<file path="src/hdl/corePkg.sv">
package corePkg;

    localparam int DataWidth    = 32;
    localparam int RegAddrWidth = 5;

    typedef logic [DataWidth-1:0]    word_t;
    typedef logic [RegAddrWidth-1:0] regAddr_t;

    localparam word_t DefaultResetPc = 32'hBFC0_0000; // boot rom vector

    // primary opcodes, instr[31:26]
    localparam logic [5:0] OpSpecial = 6'h00;
    localparam logic [5:0] OpBeq     = 6'h04;
    localparam logic [5:0] OpBne     = 6'h05;
    localparam logic [5:0] OpAddiu   = 6'h09;
    localparam logic [5:0] OpOri     = 6'h0D;
    localparam logic [5:0] OpLui     = 6'h0F;

    // SPECIAL funct field, instr[5:0]
    localparam logic [5:0] FunctSll  = 6'h00;
    localparam logic [5:0] FunctAddu = 6'h21;
    localparam logic [5:0] FunctSubu = 6'h23;
    localparam logic [5:0] FunctAnd  = 6'h24;
    localparam logic [5:0] FunctOr   = 6'h25;
    localparam logic [5:0] FunctXor  = 6'h26;
    localparam logic [5:0] FunctSlt  = 6'h2A;

    typedef enum logic [3:0] {
        AluAdd, AluSub, AluAnd, AluOr, AluXor, AluSlt, AluSll, AluLui
    } aluOp_t;

    typedef struct packed {
        logic     valid;
        word_t    pc;
        aluOp_t   aluOp;
        word_t    operandA;   // forwarded rs
        word_t    operandB;   // forwarded rt or extended imm
        logic [4:0] shamt;
        logic     regWrite;
        regAddr_t writeReg;
    } decToExe_t;

    typedef struct packed {
        logic     valid;
        word_t    pc;
        logic     regWrite;
        regAddr_t writeReg;
        word_t    result;
    } exeToWb_t;

endpackage

</file>
<file path="src/hdl/fetchUnit.sv">
`timescale 1ns/1ns

module fetchUnit #(
    parameter corePkg::word_t ResetPc = corePkg::DefaultResetPc
) (
    input  logic           clk,
    input  logic           rstN_i,
    input  logic           redirect_i,
    input  corePkg::word_t redirectPc_i,
    input  corePkg::word_t instData_i,
    output corePkg::word_t instAddr_o,
    output logic           instEn_o,
    output logic           fetchValid_o,
    output corePkg::word_t fetchPc_o,
    output corePkg::word_t fetchInstr_o
);

    corePkg::word_t pc;
    corePkg::word_t nextPc;
    corePkg::word_t f2Pc;       // address of the word now returning
    logic           f2Valid;
    logic           f2Squash;   // request left on the wrong path

    // nothing stalls the front end, one request every cycle
    assign instEn_o   = 1'b1;
    assign instAddr_o = pc;

    // branch target wins over the sequential address
    assign nextPc = redirect_i ? redirectPc_i : pc + 32'd4;

    always_ff @(posedge clk or negedge rstN_i) begin
        if (!rstN_i) begin
            pc <= ResetPc;
        end else begin
            pc <= nextPc;
        end
    end

    // F2 tags travel with the request
    always_ff @(posedge clk or negedge rstN_i) begin
        if (!rstN_i) begin
            f2Valid  <= 1'b0;
            f2Squash <= 1'b0;
        end else begin
            f2Valid  <= instEn_o;
            f2Squash <= redirect_i; // fetched in the redirect cycle, i.e. branch pc + 8
        end
    end

    always_ff @(posedge clk) begin
        f2Pc <= pc;
    end

    assign fetchValid_o = f2Valid & ~f2Squash;
    assign fetchPc_o    = f2Pc;
    assign fetchInstr_o = instData_i; // memory answers one edge after the address

endmodule

</file>
<file path="src/hdl/regFile.sv">
`timescale 1ns/1ns

module regFile (
    input  logic              clk,
    input  logic              rstN_i,
    input  corePkg::regAddr_t rdAddrA_i,
    input  corePkg::regAddr_t rdAddrB_i,
    input  logic              wrEn_i,
    input  corePkg::regAddr_t wrAddr_i,
    input  corePkg::word_t    wrData_i,
    output corePkg::word_t    rdDataA_o,
    output corePkg::word_t    rdDataB_o
);

    corePkg::word_t regs [1:31]; // $0 has no storage

    // read with write-through so writeback needs no separate bypass
    function automatic corePkg::word_t readPort(input corePkg::regAddr_t addr);
        if (addr == '0) begin
            return '0;
        end
        if (wrEn_i && wrAddr_i == addr) begin
            return wrData_i;
        end
        return regs[addr];
    endfunction

    always_ff @(posedge clk or negedge rstN_i) begin
        if (!rstN_i) begin
            for (int i = 1; i < 32; i++) begin
                regs[i] <= '0;
            end
        end else if (wrEn_i && wrAddr_i != '0) begin
            regs[wrAddr_i] <= wrData_i;
        end
    end

    always_comb begin
        rdDataA_o = readPort(rdAddrA_i);
        rdDataB_o = readPort(rdAddrB_i);
    end

endmodule

</file>
<file path="src/hdl/decodeUnit.sv">
`timescale 1ns/1ns

module decodeUnit (
    input  logic               clk,
    input  logic               rstN_i,
    input  logic               fetchValid_i,
    input  corePkg::word_t     fetchPc_i,
    input  corePkg::word_t     fetchInstr_i,
    input  corePkg::word_t     exeResult_i,
    input  logic               exeRegWrite_i,
    input  corePkg::regAddr_t  exeWriteReg_i,
    output logic               redirect_o,
    output corePkg::word_t     redirectPc_o,
    output corePkg::decToExe_t exeStage_o,
    output corePkg::regAddr_t  rfAddrA_o,
    output corePkg::regAddr_t  rfAddrB_o,
    input  corePkg::word_t     rfDataA_i,
    input  corePkg::word_t     rfDataB_i
);

    logic               dValid;
    corePkg::word_t     dPc;
    corePkg::word_t     dInstr;

    logic [5:0]         opcode;
    logic [5:0]         funct;
    corePkg::regAddr_t  rs;
    corePkg::regAddr_t  rt;
    corePkg::regAddr_t  rd;
    logic [4:0]         shamt;
    logic [15:0]        imm;

    corePkg::aluOp_t    aluOp;
    logic               known;      // opcode/funct is one we execute
    logic               useImm;
    logic               signExt;
    logic               destRt;
    logic               regWriteDec;
    logic               isBeq;
    logic               isBne;

    corePkg::word_t     immExt;
    corePkg::regAddr_t  writeReg;
    corePkg::word_t     rsVal;
    corePkg::word_t     rtVal;
    corePkg::decToExe_t exeD;

    // decode input register
    always_ff @(posedge clk or negedge rstN_i) begin
        if (!rstN_i) begin
            dValid <= 1'b0;
        end else begin
            dValid <= fetchValid_i;
        end
    end

    always_ff @(posedge clk) begin
        dPc    <= fetchPc_i;
        dInstr <= fetchInstr_i;
    end

    assign opcode = dInstr[31:26];
    assign rs     = dInstr[25:21];
    assign rt     = dInstr[20:16];
    assign rd     = dInstr[15:11];
    assign shamt  = dInstr[10:6];
    assign funct  = dInstr[5:0];
    assign imm    = dInstr[15:0];

    always_comb begin
        aluOp       = corePkg::AluAdd;
        known       = 1'b1;
        useImm      = 1'b0;
        signExt     = 1'b1;     // branches need the signed offset
        destRt      = 1'b0;
        regWriteDec = 1'b0;
        isBeq       = 1'b0;
        isBne       = 1'b0;
        case (opcode)
            corePkg::OpSpecial: begin
                regWriteDec = 1'b1;
                case (funct)
                    corePkg::FunctAddu: aluOp = corePkg::AluAdd;
                    corePkg::FunctSubu: aluOp = corePkg::AluSub;
                    corePkg::FunctAnd:  aluOp = corePkg::AluAnd;
                    corePkg::FunctOr:   aluOp = corePkg::AluOr;
                    corePkg::FunctXor:  aluOp = corePkg::AluXor;
                    corePkg::FunctSlt:  aluOp = corePkg::AluSlt;
                    corePkg::FunctSll:  aluOp = corePkg::AluSll;
                    default: begin
                        known       = 1'b0;
                        regWriteDec = 1'b0;
                    end
                endcase
            end
            corePkg::OpAddiu: begin
                useImm      = 1'b1;
                destRt      = 1'b1;
                regWriteDec = 1'b1;
            end
            corePkg::OpOri: begin
                aluOp       = corePkg::AluOr;
                useImm      = 1'b1;
                signExt     = 1'b0;
                destRt      = 1'b1;
                regWriteDec = 1'b1;
            end
            corePkg::OpLui: begin
                aluOp       = corePkg::AluLui;
                useImm      = 1'b1;
                signExt     = 1'b0;
                destRt      = 1'b1;
                regWriteDec = 1'b1;
            end
            corePkg::OpBeq: isBeq = 1'b1;
            corePkg::OpBne: isBne = 1'b1;
            default:        known = 1'b0; // turns into a bubble
        endcase
    end

    assign immExt   = signExt ? {{16{imm[15]}}, imm} : {16'h0000, imm};
    assign writeReg = destRt ? rt : rd;

    assign rfAddrA_o = rs;
    assign rfAddrB_o = rt;

    // execute result first, the file covers writeback by write-through
    function automatic corePkg::word_t forwardOperand(
        input corePkg::regAddr_t src,
        input corePkg::word_t    rfData
    );
        if (src != '0 && exeRegWrite_i && exeWriteReg_i == src) begin
            return exeResult_i;
        end
        return rfData;
    endfunction

    always_comb begin
        rsVal = forwardOperand(rs, rfDataA_i);
        rtVal = forwardOperand(rt, rfDataB_i);
    end

    // branches resolve here, one delay slot follows
    assign redirect_o   = dValid & ((isBeq & (rsVal == rtVal)) | (isBne & (rsVal != rtVal)));
    assign redirectPc_o = dPc + 32'd4 + {immExt[29:0], 2'b00};

    always_comb begin
        exeD.valid    = dValid & known;
        exeD.pc       = dPc;
        exeD.aluOp    = aluOp;
        exeD.operandA = rsVal;
        exeD.operandB = useImm ? immExt : rtVal;
        exeD.shamt    = shamt;
        exeD.regWrite = dValid & regWriteDec & (writeReg != '0); // nop and $0 writes drop here
        exeD.writeReg = writeReg;
    end

    always_ff @(posedge clk or negedge rstN_i) begin
        if (!rstN_i) begin
            exeStage_o.valid    <= 1'b0;
            exeStage_o.regWrite <= 1'b0;
        end else begin
            exeStage_o <= exeD;
        end
    end

endmodule

</file>
<file path="src/hdl/aluUnit.sv">
`timescale 1ns/1ns

module aluUnit (
    input  logic               clk,
    input  logic               rstN_i,
    input  corePkg::decToExe_t exeStage_i,
    output corePkg::word_t     exeResult_o,
    output logic               exeRegWrite_o,
    output corePkg::regAddr_t  exeWriteReg_o,
    output corePkg::exeToWb_t  wbStage_o
);

    corePkg::word_t    opA;
    corePkg::word_t    opB;
    corePkg::word_t    result;
    corePkg::exeToWb_t wbD;

    assign opA = exeStage_i.operandA;
    assign opB = exeStage_i.operandB;

    always_comb begin
        case (exeStage_i.aluOp)
            corePkg::AluAdd: result = opA + opB;
            corePkg::AluSub: result = opA - opB;
            corePkg::AluAnd: result = opA & opB;
            corePkg::AluOr:  result = opA | opB;
            corePkg::AluXor: result = opA ^ opB;
            corePkg::AluSlt: result = {31'd0, $signed(opA) < $signed(opB)};
            corePkg::AluSll: result = opB << exeStage_i.shamt;
            corePkg::AluLui: result = {opB[15:0], 16'h0000};
            default:         result = '0;
        endcase
    end

    // back to decode for the distance-1 bypass
    assign exeResult_o   = result;
    assign exeRegWrite_o = exeStage_i.valid & exeStage_i.regWrite;
    assign exeWriteReg_o = exeStage_i.writeReg;

    always_comb begin
        wbD.valid    = exeStage_i.valid;
        wbD.pc       = exeStage_i.pc;
        wbD.regWrite = exeRegWrite_o;
        wbD.writeReg = exeStage_i.writeReg;
        wbD.result   = result;
    end

    // writeback register, feeds the file and the debug port
    always_ff @(posedge clk or negedge rstN_i) begin
        if (!rstN_i) begin
            wbStage_o.valid    <= 1'b0;
            wbStage_o.regWrite <= 1'b0;
        end else begin
            wbStage_o <= wbD;
        end
    end

endmodule

</file>
<file path="src/hdl/mipsCore.sv">
`timescale 1ns/1ns

module mipsCore #(
    parameter corePkg::word_t ResetPc = corePkg::DefaultResetPc
) (
    input  logic              clk,
    input  logic              rstN_i,
    input  corePkg::word_t    instData_i,
    output corePkg::word_t    instAddr_o,
    output logic              instEn_o,
    output corePkg::word_t    debugWbPc_o,
    output logic [3:0]        debugWbRfWen_o,   // byte enables, all or none here
    output corePkg::regAddr_t debugWbRfWnum_o,
    output corePkg::word_t    debugWbRfWdata_o
);

    logic               fetchValid;
    corePkg::word_t     fetchPc;
    corePkg::word_t     fetchInstr;
    logic               redirect;
    corePkg::word_t     redirectPc;
    corePkg::regAddr_t  rfAddrA;
    corePkg::regAddr_t  rfAddrB;
    corePkg::word_t     rfDataA;
    corePkg::word_t     rfDataB;
    corePkg::decToExe_t exeStage;
    corePkg::word_t     exeResult;
    logic               exeRegWrite;
    corePkg::regAddr_t  exeWriteReg;
    corePkg::exeToWb_t  wbStage;
    logic               wbWrEn;

    assign wbWrEn = wbStage.valid & wbStage.regWrite;

    fetchUnit #(.ResetPc(ResetPc)) fetchUnit_inst (
        .clk(clk), .rstN_i(rstN_i),
        .redirect_i(redirect), .redirectPc_i(redirectPc), .instData_i(instData_i),
        .instAddr_o(instAddr_o), .instEn_o(instEn_o),
        .fetchValid_o(fetchValid), .fetchPc_o(fetchPc), .fetchInstr_o(fetchInstr)
    );

    regFile regFile_inst (
        .clk(clk), .rstN_i(rstN_i),
        .rdAddrA_i(rfAddrA), .rdAddrB_i(rfAddrB),
        .wrEn_i(wbWrEn), .wrAddr_i(wbStage.writeReg), .wrData_i(wbStage.result),
        .rdDataA_o(rfDataA), .rdDataB_o(rfDataB)
    );

    decodeUnit decodeUnit_inst (
        .clk(clk), .rstN_i(rstN_i),
        .fetchValid_i(fetchValid), .fetchPc_i(fetchPc), .fetchInstr_i(fetchInstr),
        .exeResult_i(exeResult), .exeRegWrite_i(exeRegWrite), .exeWriteReg_i(exeWriteReg),
        .redirect_o(redirect), .redirectPc_o(redirectPc), .exeStage_o(exeStage),
        .rfAddrA_o(rfAddrA), .rfAddrB_o(rfAddrB), .rfDataA_i(rfDataA), .rfDataB_i(rfDataB)
    );

    aluUnit aluUnit_inst (
        .clk(clk), .rstN_i(rstN_i),
        .exeStage_i(exeStage),
        .exeResult_o(exeResult), .exeRegWrite_o(exeRegWrite), .exeWriteReg_o(exeWriteReg),
        .wbStage_o(wbStage)
    );

    // debug port mirrors the file write
    assign debugWbPc_o      = wbStage.pc;
    assign debugWbRfWen_o   = {4{wbWrEn}};
    assign debugWbRfWnum_o  = wbStage.writeReg;
    assign debugWbRfWdata_o = wbStage.result;

endmodule

</file>
<file path="config.mk">
export PLATFORM = sky130hd
export DESIGN_NAME = mipsCore
export DESIGN_NICKNAME = d
export VERILOG_FILES = /design/src/hdl/corePkg.sv /design/src/hdl/fetchUnit.sv /design/src/hdl/regFile.sv /design/src/hdl/decodeUnit.sv /design/src/hdl/aluUnit.sv /design/src/hdl/mipsCore.sv
export SDC_FILE = /design/constraint.sdc
export NUM_CORES = 2
export LEC_CHECK = 0
export BUFFER_PORTS_ARGS = -buffer_cell sky130_fd_sc_hd__buf_2
export CAP_MARGIN = 0
export CORE_ASPECT_RATIO = 1.75
export CORE_MARGIN = 4
export CORE_UTILIZATION = 50
export CTS_CLUSTER_DIAMETER = 50
export CTS_CLUSTER_SIZE = 10
export DETAILED_ROUTE_END_ITERATION = 8
export PLACE_DENSITY = 0.74
export SLEW_MARGIN = 10
export SYNTH_ARGS = -nofsm -noshare
export SYNTH_HDL_FRONTEND = slang
export SYNTH_SLANG_ARGS = --single-unit
export TNS_END_PERCENT = 5
</file>
<file path="constraint.sdc">
create_clock -name clk -period 5.5 [get_ports clk]
set_input_delay 0.275 -clock clk [delete_from_list [all_inputs] [get_ports clk]]
set_output_delay 0.275 -clock clk [all_outputs]
set_load 0.01 [all_outputs]
</file>
==> results.cfg <==
[run_status]
status = finished clean

[timing]
drv_slew = 0
tightest_slew_ns = 1.46
hold_viol_final = 0
max_freq_mhz = 182
fin_crit_sh = 0.997
setup_viol = 0
fin_crit_ns = 5.49
relSlewSlack = 0.0214
tns_ns = 0
fin_worst_skew_ns = 0.0620

[clock_tree]
numClockSinks = 1305
clk_pin_slew_ns = 0.06
clk-insertion-delay-late_ns = 0.82
cts_root_buf = clkbuf_16
tritoncts = yes
clockBufferDepth = 4
htreeDepth = 4
numCtsBuffers = 161

[logic_synthesis]
synth-async-reset-ratio = 0.790
synthAdderAreaFrac = 0.0291
syn_inst = 5925
yosys.area_share.xor_xnor = 0.0118
synthMuxAreaShare = 0.334
synth_flop_cell = dfrtp_1
synth-compound-area-share = 0.0843
synth_top_family_by_area = multiplexers
yosys.area_share.simple = 0.0608
ys_types = 105
ys_ff_latch = 1305
yosys_warnings = 0
yosysSeqAreaShare = 0.437
synth_area_sq_um = 75700
syn_avg_cell_area_sq_um = 12.8
synth_edf_count = 178

[placed_design]
gp_congestion = 1.07
placed_area_sq_um = 80300
port_buffers = 138
hpwl_um = 188000

[setup_path]
ff2ff_setup_slack_ns = 0.01
crit_family = simple AND/OR/NAND/NOR gates
worst_setup_path_start_kind = register
timing.critical_path.slowest_stage_cell = a221oi_1
path_common_cell = buf_12
critPathMaxStageDelay_ns = 0.79
worstSetupPathType = reg2reg
worstPathMaxFanout = 13
endpoint_kind = register
cp_cell_sequence = nor4bb_4, nand2_1, nor2_1, a221oi_1, o21ai_0, xor2_1, nor4_1, and3_4, nand4_1, o31a_1, o21ai_4, buf_12, buf_12, mux2i_1
crit_cells = 14
crit_arrival_ns = 6.21
required_ns = 6.22
critPathBufInv = 2
r2r_cells = 14

[die]
die_height_um = 523
start_util = 0.504
die_area_sq_um = 158000
core_area_sq_um = 150000
io_pins = 140
dieWidth_um = 302
rows = 188

[routing]
firstDrtPassIters = 7
wl_um = 284000
vias_per_cell = 7.10
ant_nets = 0
drtIter0Drc = 6655
route.detailed.drc = 0
wl_per_cell_um = 34.8
dr_total_vias = 58096

[power]
p_int_mw = 16.9
seq_power_share = 0.450
switching_power_mw = 6.65
p_sw_frac = 0.283
total_leakage_power_nw = 38.4
powerDensity_nw_per_um2 = 275
combPwrFrac = 0.147
ir_drop_mv = 0.291
p_clk_frac = 0.402

[cells_and_area]
fin_nets = 6333
final_area_sq_um = 85400
syn_to_final_growth_pct = 12.8
drive_gt1_frac = 0.404

[global_routing]
grt_pass1_vias = 59645
grt_start_max_net_pins = 180
overflow = 0
grt_usage = 0.358
antenna_found_initial = 20
grt_pass1_wl_um = 411000

[min_path]
hold_path_class = in2reg
hold_depth = 2

[run]
maxCapViolCount = 0
[final cells by class]
class,count,area [sq um]
flip-flops and latches,1305,33100
well taps,1995,2500
fillers,11738,64900
repair buffers,616,4930
inverters,142,543
multi-input cells,3899,39900
diodes,11,27.5
clock inverters,10,115
clock buffers,203,4280
[repair_timing]
| item | in CTS | in global routing |
|---|---|---|
| pin swaps | 0 | 12 |
| setup endpoints to repair | 32 | 33 |
| cloned | 0 | 0 |
| buffers inserted | 0 | 3 |
| hold buffers | 33 | 0 |
| endpoints found under the hold margin | 95 | 0 |
| resized for setup | 4 | 56 |
[path summary, 6_finish.rpt]
kind | start | end
max in group asynchronous | rstN_i | regFile_inst.regs[438]$_DFFE_PN0P_
hold / removal | instData_i[1] | decodeUnit_inst.dInstr[1]$_DFF_P_
setup reg to reg | decodeUnit_inst.exeStage_o[77]$_SDFFCE_PN0P_ | fetchUnit_inst.instAddr_o[30]$_DFF_PN0_
hold reg to reg | fetchUnit_inst.fetchPc_o[20]$_DFF_P_ | decodeUnit_inst.dPc[20]$_DFF_P_
min in group asynchronous | rstN_i | fetchUnit_inst.f2Squash$_DFF_PN0_
setup / recovery | decodeUnit_inst.exeStage_o[77]$_SDFFCE_PN0P_ | fetchUnit_inst.instAddr_o[30]$_DFF_PN0_
[cell usage in the layout, fill, tap and decap left out, drive strengths merged, types with 16 or more instances in the layout]
cell / synthesis / routed
edfxtp: 178 / 178
mux2i: 110 / 110
nor4: 28 / 28
nand3: 68 / 68
a31oi: 23 / 23
a21o: 34 / 34
xor2: 41 / 41
mux2: 1062 / 1062
or3: 22 / 22
dlygate4sd3: 0 / 33
and2: 25 / 25
and3: 21 / 21
ha: 171 / 171
nand4: 25 / 25
nor2b: 39 / 39
clkbuf: 315 / 203
a22o: 26 / 26
nor3: 90 / 90
inv: 141 / 144
a21oi: 201 / 201
a22oi: 65 / 65
o21ai: 177 / 177
mux4: 542 / 542
nand2: 319 / 319
a221oi: 45 / 45
dfxtp: 96 / 96
a211oi: 47 / 47
nor2: 248 / 248
buf: 265 / 583
o21bai: 16 / 16
a211o: 19 / 19
nand2b: 29 / 29
dfrtp: 1022 / 1022
o211ai: 49 / 49
xnor2: 61 / 61
o22ai: 43 / 43
[sequential cells by signal, indices dropped and copies added, names as in the netlist]
register                    flops
regFile_inst.regs             992
aluUnit_inst.wbStage_o         71
decodeUnit_inst.dValid          1
decodeUnit_inst.dPc            32
decodeUnit_inst.dInstr         32
fetchUnit_inst.instAddr_o      32
fetchUnit_inst.fetchPc_o       32
fetchUnit_inst.f2Squash         1
fetchUnit_inst.f2Valid          1
decodeUnit_inst.exeStage_o    111
[per-stage QoR]
step / setup slack (ns) / utilization / hold WS, ns / std cells / power (mW)
detailed placement: -0.190 / 0.534 / 0.312 / 7921 / 14.0
CTS: 0.0888 / 0.566 / 0.0846 / 8167 / 23.4
global placement: -0.201 / 0.534 / 0.310 / 7921 / 14.0
global route: -0.0634 / 0.568 / 0.101 / 8171 / 24.1
finish: 0.0144 / 0.568 / 0.0967 / 8181 / 23.5
floorplan: 0.975 / - / -0.0206 / 5926 / 12.5
[cell usage after synthesis, types with 86 or more instances]
cell | count | area [sq um]
dfrtp_1 | 1022 | 25600
buf_2 | 86 | 430
edfxtp_1 | 178 | 5350
dfxtp_1 | 96 | 1920
nor3_1 | 89 | 445
clkbuf_1 | 315 | 1180
buf_4 | 99 | 743
nand2_1 | 319 | 1200
mux2_2 | 1052 | 11800
mux2i_1 | 110 | 1100
mux4_2 | 542 | 12200
ha_1 | 171 | 2140
o21ai_0 | 152 | 761
inv_1 | 130 | 488
a21oi_1 | 201 | 1010
nor2_1 | 248 | 931
[kinds of logic after synthesis]
logic type | count (synthesis)
AOI/OAI and AO/OA | 933
other | 1
adders and majority gates | 174
buffers and inverters | 722
and+or+nand+nor | 974
xor gates and xnor gates | 102
DFF | 1305
muxes | 1714
[per-layer routing]
metal  GRT usage  wire, um
met5           0       168
met4       0.331     34600
met3       0.101     29000
met2       0.565    131000
met1       0.389     89500
[worst reg2reg max path, cell delays in order, from the launching register on]
cell,delay [ns]
edfxtp_1,0.68
nor4bb_4,0.29
nand2_1,0.75
nor2_1,0.25
a221oi_1,0.79
o21ai_0,0.38
xor2_1,0.25
nor4_1,0.32
and3_4,0.37
nand4_1,0.15
o31a_1,0.36
o21ai_4,0.23
buf_12,0.20
buf_12,0.18
mux2i_1,0.23
[power by group through the flow]
stage | Clock (mW) | Combinational (mW) | Sequential, mW
after floorplan | 0 | 2.00 | 10.5
after global placement | 0 | 3.25 | 10.7
after detailed placement | 0 | 3.28 | 10.7
after CTS | 9.50 | 3.33 | 10.6
after global routing | 9.86 | 3.67 | 10.6
final | 9.45 | 3.47 | 10.6
(Power assumes the default switching activity.)
